==> src/logic/bps_pkg.sv <==
package bps_pkg;

    // field geometry
    localparam int FIELD_W = 4;
    localparam int FIELD_H = 4;
    localparam int NUM_CELLS = FIELD_W * FIELD_H;
    localparam int NUM_LABELS = 16;

    // per-label widths
    localparam int DATA_W = 8;
    localparam int MSG_W = 6;
    localparam int COST_W = DATA_W + 1;
    localparam int PENALTY = 12;

    localparam int ADDR_W = 48;
    localparam int BUS_W = 64;
    localparam int WORD_BYTES = BUS_W / 8;
    localparam int CELL_BYTES = 2 * WORD_BYTES;
    localparam int DATA_OFFSET = 40;
    localparam int MSG_OFFSET = DATA_OFFSET + NUM_CELLS * CELL_BYTES;

    // issue to result latency of a sweep cell
    localparam int PIPE_LAT = 3;
    localparam int SWEEP_LAST = NUM_CELLS + PIPE_LAT - 1;
    localparam int SWEEP_CNT_W = $clog2(SWEEP_LAST + 1);

    typedef logic [$clog2(NUM_CELLS)-1:0] cell_addr_t;
    typedef logic [$clog2(FIELD_H)-1:0] row_t;
    typedef logic [NUM_LABELS*DATA_W-1:0] data_vec_t;
    typedef logic [NUM_LABELS*MSG_W-1:0] msg_vec_t;
    typedef logic [BUS_W-1:0] bus_word_t;
    typedef logic [ADDR_W-1:0] bus_addr_t;

    typedef enum logic [1:0] {OP_IDLE, OP_LOAD, OP_SWEEP, OP_STORE} opcode_t;

    typedef enum logic [1:0] {ST_IDLE, ST_LOAD, ST_SWEEP, ST_STORE} seq_state_t;

endpackage

==> src/logic/bps_top.sv <==
`timescale 1ns/1ps

module bps_top
    import bps_pkg::*;
(
    input  logic      clk,
    input  logic      rst,
    input  opcode_t   opcode,
    input  bus_addr_t addr_base,
    output logic      busy,
    output logic      wb_cyc,
    output logic      wb_stb,
    output logic      wb_we,
    output bus_addr_t wb_adr,
    output bus_word_t wb_dat_w,
    input  bus_word_t wb_dat_r,
    input  logic      wb_ack
);

    logic       xfer_start;
    logic       xfer_write;
    bus_addr_t  xfer_addr;
    data_vec_t  xfer_wdata;
    logic       xfer_done;
    data_vec_t  xfer_rdata;
    logic       data_wr_en;
    cell_addr_t data_wr_addr;
    cell_addr_t data_rd_addr;
    data_vec_t  data_wr_data;
    data_vec_t  data_rd_data;
    logic       msg_wr_en;
    cell_addr_t msg_wr_addr;
    cell_addr_t msg_rd_addr;
    msg_vec_t   msg_wr_data;
    msg_vec_t   msg_rd_data;
    logic       upd_in_valid;
    msg_vec_t   upd_in_msg;
    logic       upd_out_valid;
    msg_vec_t   upd_out_msg;

    sweep_sequencer u_seq (
        .clk(clk), .rst(rst), .opcode(opcode), .addr_base(addr_base), .busy(busy),
        .xfer_start(xfer_start), .xfer_write(xfer_write), .xfer_addr(xfer_addr),
        .xfer_wdata(xfer_wdata), .xfer_done(xfer_done), .xfer_rdata(xfer_rdata),
        .data_wr_en(data_wr_en), .data_wr_addr(data_wr_addr), .data_rd_addr(data_rd_addr),
        .data_wr_data(data_wr_data), .msg_wr_en(msg_wr_en), .msg_wr_addr(msg_wr_addr),
        .msg_rd_addr(msg_rd_addr), .msg_wr_data(msg_wr_data), .msg_rd_data(msg_rd_data),
        .upd_in_valid(upd_in_valid), .upd_in_msg(upd_in_msg),
        .upd_out_valid(upd_out_valid), .upd_out_msg(upd_out_msg)
    );

    bus_engine u_engine (
        .clk(clk), .rst(rst), .xfer_start(xfer_start), .xfer_write(xfer_write),
        .xfer_addr(xfer_addr), .xfer_wdata(xfer_wdata), .xfer_done(xfer_done),
        .xfer_rdata(xfer_rdata), .wb_cyc(wb_cyc), .wb_stb(wb_stb), .wb_we(wb_we),
        .wb_adr(wb_adr), .wb_dat_w(wb_dat_w), .wb_dat_r(wb_dat_r), .wb_ack(wb_ack)
    );

    message_update u_update (
        .clk(clk), .rst(rst), .in_valid(upd_in_valid), .data(data_rd_data),
        .in_msg(upd_in_msg), .out_valid(upd_out_valid), .out_msg(upd_out_msg)
    );

    cell_ram #(.WIDTH($bits(data_vec_t))) data_ram (
        .clk(clk), .wr_en(data_wr_en), .wr_addr(data_wr_addr), .rd_addr(data_rd_addr),
        .wr_data(data_wr_data), .rd_data(data_rd_data)
    );

    cell_ram #(.WIDTH($bits(msg_vec_t))) msg_ram (
        .clk(clk), .wr_en(msg_wr_en), .wr_addr(msg_wr_addr), .rd_addr(msg_rd_addr),
        .wr_data(msg_wr_data), .rd_data(msg_rd_data)
    );

endmodule

==> src/logic/bus_engine.sv <==
`timescale 1ns/1ps

module bus_engine
    import bps_pkg::*;
(
    input  logic      clk,
    input  logic      rst,
    input  logic      xfer_start,
    input  logic      xfer_write,
    input  bus_addr_t xfer_addr,
    input  data_vec_t xfer_wdata,
    output logic      xfer_done,
    output data_vec_t xfer_rdata,
    output logic      wb_cyc,
    output logic      wb_stb,
    output logic      wb_we,
    output bus_addr_t wb_adr,
    output bus_word_t wb_dat_w,
    input  bus_word_t wb_dat_r,
    input  logic      wb_ack
);

    typedef enum logic [1:0] {E_IDLE, E_LOW, E_GAP, E_HIGH} eng_state_t;

    eng_state_t state;
    bus_addr_t  addr_q;
    bus_word_t  high_q;
    bus_word_t  low_q;

    always_ff @(posedge clk) begin
        if (rst) begin
            state <= E_IDLE;
            wb_cyc <= 1'b0;
            wb_stb <= 1'b0;
            wb_we <= 1'b0;
            xfer_done <= 1'b0;
        end else begin
            xfer_done <= 1'b0;
            case (state)
                E_IDLE: begin
                    if (xfer_start) begin
                        wb_cyc <= 1'b1;
                        wb_stb <= 1'b1;
                        wb_we <= xfer_write;
                        state <= E_LOW;
                    end
                end
                E_LOW: begin
                    if (wb_ack) begin
                        wb_cyc <= 1'b0;
                        wb_stb <= 1'b0;
                        state <= E_GAP;
                    end
                end
                // idle cycle between the two words
                E_GAP: begin
                    wb_cyc <= 1'b1;
                    wb_stb <= 1'b1;
                    state <= E_HIGH;
                end
                E_HIGH: begin
                    if (wb_ack) begin
                        wb_cyc <= 1'b0;
                        wb_stb <= 1'b0;
                        wb_we <= 1'b0;
                        xfer_done <= 1'b1;
                        state <= E_IDLE;
                    end
                end
                default: state <= E_IDLE;
            endcase
        end
    end

    always_ff @(posedge clk) begin
        case (state)
            E_IDLE: begin
                if (xfer_start) begin
                    addr_q <= xfer_addr;
                    high_q <= xfer_wdata[2*BUS_W-1:BUS_W];
                    wb_adr <= xfer_addr;
                    wb_dat_w <= xfer_wdata[BUS_W-1:0];
                end
            end
            E_LOW: begin
                if (wb_ack) begin
                    low_q <= wb_dat_r;
                end
            end
            E_GAP: begin
                wb_adr <= addr_q + bus_addr_t'(WORD_BYTES);
                wb_dat_w <= high_q;
            end
            E_HIGH: begin
                if (wb_ack) begin
                    xfer_rdata <= {wb_dat_r, low_q};
                end
            end
            default: ;
        endcase
    end

    a_stb_in_cyc: assert property (@(posedge clk) disable iff (rst) wb_stb |-> wb_cyc);

    // sequencer must wait for xfer_done
    a_start_idle: assert property (@(posedge clk) disable iff (rst) xfer_start |-> state == E_IDLE);

endmodule

==> src/logic/cell_ram.sv <==
`timescale 1ns/1ps

module cell_ram
    import bps_pkg::*;
#(
    parameter int WIDTH = 8
) (
    input  logic             clk,
    input  logic             wr_en,
    input  cell_addr_t       wr_addr,
    input  cell_addr_t       rd_addr,
    input  logic [WIDTH-1:0] wr_data,
    output logic [WIDTH-1:0] rd_data
);

    logic [WIDTH-1:0] mem [NUM_CELLS];

    always_ff @(posedge clk) begin
        if (wr_en) begin
            mem[wr_addr] <= wr_data;
        end
        rd_data <= mem[rd_addr];
    end

endmodule

==> src/logic/message_update.sv <==
`timescale 1ns/1ps

module message_update
    import bps_pkg::*;
(
    input  logic      clk,
    input  logic      rst,
    input  logic      in_valid,
    input  data_vec_t data,
    input  msg_vec_t  in_msg,
    output logic      out_valid,
    output msg_vec_t  out_msg
);

    logic [COST_W-1:0] cost_q [NUM_LABELS];
    logic              valid_q;
    logic [COST_W-1:0] min_cost;
    msg_vec_t          next_msg;

    // stage 1 adds data cost and incoming message
    always_ff @(posedge clk) begin
        for (int l = 0; l < NUM_LABELS; l++) begin
            cost_q[l] <= COST_W'(data[l*DATA_W +: DATA_W]) + COST_W'(in_msg[l*MSG_W +: MSG_W]);
        end
    end

    always_comb begin
        min_cost = cost_q[0];
        for (int l = 1; l < NUM_LABELS; l++) begin
            if (cost_q[l] < min_cost) begin
                min_cost = cost_q[l];
            end
        end
    end

    // normalize and clamp to the Potts penalty
    always_comb begin : clamp
        logic [COST_W-1:0] diff;
        next_msg = '0;
        for (int l = 0; l < NUM_LABELS; l++) begin
            diff = cost_q[l] - min_cost;
            if (diff > COST_W'(PENALTY)) begin
                next_msg[l*MSG_W +: MSG_W] = MSG_W'(PENALTY);
            end else begin
                next_msg[l*MSG_W +: MSG_W] = diff[MSG_W-1:0];
            end
        end
    end

    always_ff @(posedge clk) begin
        out_msg <= next_msg;
    end

    always_ff @(posedge clk) begin
        if (rst) begin
            valid_q <= 1'b0;
            out_valid <= 1'b0;
        end else begin
            valid_q <= in_valid;
            out_valid <= valid_q;
        end
    end

endmodule

==> src/logic/sweep_sequencer.sv <==
`timescale 1ns/1ps

module sweep_sequencer
    import bps_pkg::*;
(
    input  logic       clk,
    input  logic       rst,
    input  opcode_t    opcode,
    input  bus_addr_t  addr_base,
    output logic       busy,
    output logic       xfer_start,
    output logic       xfer_write,
    output bus_addr_t  xfer_addr,
    output data_vec_t  xfer_wdata,
    input  logic       xfer_done,
    input  data_vec_t  xfer_rdata,
    output logic       data_wr_en,
    output cell_addr_t data_wr_addr,
    output cell_addr_t data_rd_addr,
    output data_vec_t  data_wr_data,
    output logic       msg_wr_en,
    output cell_addr_t msg_wr_addr,
    output cell_addr_t msg_rd_addr,
    output msg_vec_t   msg_wr_data,
    input  msg_vec_t   msg_rd_data,
    output logic       upd_in_valid,
    output msg_vec_t   upd_in_msg,
    input  logic       upd_out_valid,
    input  msg_vec_t   upd_out_msg
);

    seq_state_t             state;
    bus_addr_t              base_q;
    cell_addr_t             cell_cnt;
    logic [SWEEP_CNT_W-1:0] sweep_cnt;
    logic                   xfer_busy;
    logic                   rd_ready;
    logic                   issue;
    row_t                   issue_row;
    logic [1:0]             issue_col;
    cell_addr_t             issue_cell;
    logic [PIPE_LAT-1:0]    pipe_valid;
    cell_addr_t             pipe_cell [PIPE_LAT];
    row_t                   pipe_row [PIPE_LAT];
    msg_vec_t               fwd [FIELD_H];

    // rows interleaved at one cell per cycle
    assign issue = (state == ST_SWEEP) && (sweep_cnt < SWEEP_CNT_W'(NUM_CELLS));
    assign issue_row = sweep_cnt[1:0];
    assign issue_col = sweep_cnt[3:2];
    assign issue_cell = {issue_row, issue_col};

    always_ff @(posedge clk) begin
        if (rst) begin
            state <= ST_IDLE;
            cell_cnt <= '0;
            sweep_cnt <= '0;
            xfer_busy <= 1'b0;
            rd_ready <= 1'b0;
            pipe_valid <= '0;
        end else begin
            pipe_valid <= {pipe_valid[PIPE_LAT-2:0], issue};
            case (state)
                ST_IDLE: begin
                    cell_cnt <= '0;
                    sweep_cnt <= '0;
                    xfer_busy <= 1'b0;
                    rd_ready <= 1'b0;
                    case (opcode)
                        OP_LOAD: state <= ST_LOAD;
                        OP_SWEEP: state <= ST_SWEEP;
                        OP_STORE: state <= ST_STORE;
                        default: ;
                    endcase
                end
                ST_LOAD, ST_STORE: begin
                    // message ram read needs one cycle before each store
                    rd_ready <= !xfer_done;
                    if (xfer_start) begin
                        xfer_busy <= 1'b1;
                    end
                    if (xfer_done) begin
                        xfer_busy <= 1'b0;
                        cell_cnt <= cell_cnt + 1'b1;
                        if (cell_cnt == cell_addr_t'(NUM_CELLS - 1)) begin
                            state <= ST_IDLE;
                        end
                    end
                end
                ST_SWEEP: begin
                    sweep_cnt <= sweep_cnt + 1'b1;
                    if (sweep_cnt == SWEEP_CNT_W'(SWEEP_LAST)) begin
                        state <= ST_IDLE;
                    end
                end
                default: state <= ST_IDLE;
            endcase
        end
    end

    always_ff @(posedge clk) begin
        if (state == ST_IDLE) begin
            base_q <= addr_base;
        end
        pipe_cell[0] <= issue_cell;
        pipe_row[0] <= issue_row;
        for (int i = 1; i < PIPE_LAT; i++) begin
            pipe_cell[i] <= pipe_cell[i-1];
            pipe_row[i] <= pipe_row[i-1];
        end
        // first cell of a row sees a zero message
        if (issue && issue_col == 2'd0) begin
            fwd[issue_row] <= '0;
        end
        if (upd_out_valid) begin
            fwd[pipe_row[PIPE_LAT-1]] <= upd_out_msg;
        end
    end

    assign busy = (state != ST_IDLE);
    assign xfer_write = (state == ST_STORE);
    assign xfer_start = !xfer_busy && ((state == ST_LOAD) || (state == ST_STORE && rd_ready));
    assign xfer_addr = base_q
                     + (xfer_write ? bus_addr_t'(MSG_OFFSET) : bus_addr_t'(DATA_OFFSET))
                     + bus_addr_t'(cell_cnt) * bus_addr_t'(CELL_BYTES);

    // zero-extend each message entry to a byte
    always_comb begin
        xfer_wdata = '0;
        for (int l = 0; l < NUM_LABELS; l++) begin
            xfer_wdata[l*DATA_W +: DATA_W] = DATA_W'(msg_rd_data[l*MSG_W +: MSG_W]);
        end
    end

    assign data_wr_en = (state == ST_LOAD) && xfer_done;
    assign data_wr_addr = cell_cnt;
    assign data_wr_data = xfer_rdata;
    assign data_rd_addr = issue_cell;

    assign upd_in_valid = pipe_valid[0];
    assign upd_in_msg = fwd[pipe_row[0]];

    assign msg_rd_addr = cell_cnt;
    assign msg_wr_en = upd_out_valid;
    assign msg_wr_addr = pipe_cell[PIPE_LAT-1];
    // last column has no right neighbour
    assign msg_wr_data = (msg_wr_addr[1:0] == 2'(FIELD_W - 1)) ? '0 : upd_out_msg;

    a_upd_latency: assert property (@(posedge clk) disable iff (rst)
        upd_out_valid == pipe_valid[PIPE_LAT-1]);

endmodule

==> config.mk <==
export PLATFORM = sky130hd
export DESIGN_NAME = bps_top
export DESIGN_NICKNAME = d
export VERILOG_FILES = /design/src/logic/bps_pkg.sv /design/src/logic/bps_top.sv /design/src/logic/bus_engine.sv /design/src/logic/cell_ram.sv /design/src/logic/message_update.sv /design/src/logic/sweep_sequencer.sv
export SDC_FILE = /design/constraint.sdc
export NUM_CORES = 2
export LEC_CHECK = 0
export BUFFER_PORTS_ARGS = -buffer_cell sky130_fd_sc_hd__buf_2
export CORE_MARGIN = 3
export CORE_UTILIZATION = 30
export DETAILED_ROUTE_END_ITERATION = 7
export HOLD_SLACK_MARGIN = 0.05
export PLACE_DENSITY = 0.52
export SLEW_MARGIN = 5
export SYNTH_ARGS = -nofsm -noshare
export SYNTH_HDL_FRONTEND = slang
export SYNTH_MEMORY_MAX_BITS = 65536
export SYNTH_SLANG_ARGS = --single-unit
==> constraint.sdc <==
create_clock -name clk -period 46.1 [get_ports clk]
set_input_delay 0 -clock clk [delete_from_list [all_inputs] [get_ports clk]]
set_output_delay 0 -clock clk [all_outputs]
set_load 0.005 [all_outputs]
==> results.ini <==
[layout]
drive_gt1_share_pct = 22.79
seqCellArea_um2 = 142100
nFillCells = 60250
final_nets = 11300
multi_input_area_um2 = 50870
design_area_um2 = 227200
syn_to_final_growth_pct = 16.21

[worst_setup_path]
cpMaxStageDelayCell = a21oi_1
critPathKind = reg -> reg
crit_family = compound AO/OA/AOI/OAI gates
cp_slowest_stage_delay_ns = 0.81
crit_fanout = 19
crit_required_ns = 47.09
worstSetupStartpointType = flop
critPathArrivalTime_ns = 36.76
cp-end-kind = flop
critical_path_buf_inv_count = 16

[synth]
syn_inst = 10110
syn_area_um2 = 195500
ys_warn_count = 0
yosysUniqueCellTypes = 123
synthFlopType = edfxtp_1
avgSynthCellArea_um2 = 19.33
yosysSeqAreaShare_pct = 72.67
synthArstFlopShare_pct = 0
synth-edff-count = 4400
synth-seq-cells = 4897

[drt]
drc = 0
num_vias = 98450
firstDrtPassIters = 6
via_per_inst = 4.937
wire_per_inst_um = 26.25
wl_mm = 523.4
antenna_left = 0
drt_iter0_drc = 9692

[placed_design]
dpl-instance-area_um2 = 207700
io_buffers = 216
gp_congestion = 0.8846
place_hpwl_mm = 305.2

[cts]
tritoncts = done
cts_setup_buffers = 0
worstSkewPairLatency_ns = 1.08
ctsHoldBuffers = 234
clock-sinks = 4897
clkTransAtPathRegs_ns = 0.06
cts_buffers = 537
root_buffer = clkbuf_16
clk_path_buf_depth = 4
postCtsResizedCells = 0
cts.htree.levels = 6

[floorplanning]
ioPinCount = 233
die_h_um = 813.3
coreArea_um2 = 647400
die-area_um2 = 661400
start_util_pct = 30.20
fp-row-count = 295
fp.dieW_um = 813.3

[global_routing]
grt_overflow = 0
antenna_found_initial = 71
grt_max_degree = 128
first_global_vias = 100100
grt_usage_pct = 15.45
grt_pass1_wl_mm = 750.1

[outcome]
status = finished, final reports clean

[sta]
setup_viol = 0
hold_violations = 0
skew_ns = 0.07025
finalSetupTns_ns = 0
max_freq_mhz = 27.95
finalCritPeriodShare_pct = 77.61
timing.final.max_slew_violations = 0
grt_setup_unrepaired = no
tightest_slew_ns = 1.077
relSlewSlack_pct = 27.63
final.min_clock_period_ns = 35.78

[worst_hold_path]
hold_path.class = in -> reg

[job]
maxCapViolCount = 0

[worst reg2reg max path, delay by kind of cell, from the launching register on]
kind / cells / cell delay (ns)
AOI/OAI and AO/OA: 69 / 17.31
buffers and inverters: 16 / 1.59
xor gates and xnor gates: 1 / 0.13
DFF: 1 / 0.40
adders and majority gates: 20 / 5.70
muxes: 5 / 1.86
and+or+nand+nor: 47 / 8.77
[per-stage QoR]
| step | instances | setup slack [ns] | hold WS (ns) | util, % |
|---|---|---|---|---|
| floorplan | 10160 | 15.13 | 0.09887 | - |
| global placement | 18710 | 11.06 | 0.1781 | 32.08 |
| detailed placement | 18710 | 10.85 | 0.1786 | 32.08 |
| CTS | 19930 | 10.74 | 0.07160 | 35.09 |
| global route | 19930 | 6.865 | 0.1320 | 35.09 |
| finish | 19940 | 10.32 | 0.1992 | 35.09 |
[synth_stat cells (all sizes together) (15+ instances only)]
master	instances	area, um2
o211ai	34	265.3
a21oi	255	1299
o21bai	36	274.0
mux2	80	915.9
nor4	25	168.9
fa	17	340.3
and3	72	455.4
o21ai	175	917.1
a211oi	36	280.3
clkbuf	292	1096
nor2b	45	281.5
ha	294	3679
a21boi	15	112.6
a22oi	20	150.1
or2	18	112.6
a221oi	24	246.5
and2	511	3199
xor2	96	840.8
nand2	235	897.1
nor2	288	1096
mux2i	39	394.1
buf	165	820.8
nor3	103	526.8
inv	310	1164
maj3	20	200.2
a31oi	36	231.5
or3	32	200.2
dfxtp	497	9950
nand3	101	510.5
o31ai	27	262.8
a21o	88	661.9
edfxtp	4400	132100
xnor2	192	1682
o21a	15	115.1
mux4	1218	27430
nand4	30	187.7
nand2b	30	187.7
[path summary, 6_finish.rpt]
check / start / to / slack (ns) / depth (start not counted)
worst max-delay path: u_update.cost_q[0][2] / u_update.out_msg[90] / 10.32 / 158
worst min-delay path: wb_dat_r[30] / u_engine.xfer_rdata[94] / 0.20 / 3
worst max register to register: u_update.cost_q[0][2] / u_update.out_msg[90] / 10.32 / 158
worst min register to register: u_seq.pipe_cell[0][0] / u_seq.pipe_cell[0][4] / 0.32 / 0
[kinds of logic (layout without fill, tap and decap cells)]
kind of cell               count (synthesis)  after routing  synth area share (%)
AOI/OAI and AO/OA                        929            929                 3.285
xor gates and xnor gates                 288            288                 1.290
adders and majority gates                331            331                 2.158
buffers and inverters                    770           1924                 1.588
DFF                                     4897           4897                 72.67
muxes                                   1337           1337                 14.70
other                                      1             60              0.001918
and+or+nand+nor                         1561           1561                 4.303
[state kept, by name, indices dropped and copies added (netlist names), 2 cells and up]
signal and cells:
u_seq.sweep_cnt 5, msg_ram.mem 1536, msg_ram.rd_data 96, u_update.cost_q 144, u_seq.state 2, u_engine.high_q 48
u_engine.xfer_rdata 128, data_ram.rd_data 128, u_seq.pipe_cell 7, u_seq.base_q 48, u_engine.addr_q 48, u_seq.fwd 384
u_engine.wb_dat_w 48, data_ram.mem 2048, u_seq.pipe_row 5, u_seq.data_wr_addr 4, u_engine.wb_adr 48, u_update.out_msg 96
u_engine.low_q 64, u_engine.state 2
[area by class of cell]
cell class | count | share of cell area [%]
Inverter | 311 | 0.5237
Multi-Input combinational cell | 4494 | 22.39
Timing Repair Buffer | 633 | 2.227
Sequential cell | 4897 | 62.55
Antenna cell | 12 | 0.01322
Clock buffer | 757 | 6.568
Clock inverter | 223 | 0.9880
Tap cell | 8613 | 4.743
[layout by cell type, fill, tap and decap left out, types with 94 or more instances in the layout]
| master | Yosys | routed |
|---|---|---|
| a21oi_1 | 249 | 245 |
| and2_1 | 509 | 507 |
| buf_2 | 20 | 216 |
| buf_4 | 31 | 162 |
| clkbuf_1 | 292 | 163 |
| clkbuf_16 | 0 | 546 |
| dfxtp_1 | 497 | 489 |
| dlygate4sd3_1 | 1 | 234 |
| edfxtp_1 | 4400 | 4400 |
| ha_1 | 294 | 293 |
| inv_1 | 308 | 306 |
| mux4_2 | 1218 | 1218 |
| nand2_1 | 231 | 226 |
| nand3_1 | 100 | 100 |
| nor2_1 | 284 | 256 |
| nor3_1 | 102 | 94 |
| o21ai_0 | 157 | 157 |
| xnor2_1 | 192 | 192 |
| xor2_1 | 96 | 96 |
[per-layer routing]
| metal | GRT usage [%] | wire length (um) | vias up |
|---|---|---|---|
| met2 | 25.04 | 248100 | 2670 |
| met1 | 22.21 | 237700 | 52830 |
| met3 | 2.125 | 26140 | 638 |
| li1 | - | - | 42300 |
| met4 | 3.349 | 11350 | 8 |
| met5 | 0 | 55 | - |
Power is left out: the tool's default activity adds up to more than one toggle a clock period on the data nets, which glitch-free logic cannot reach.
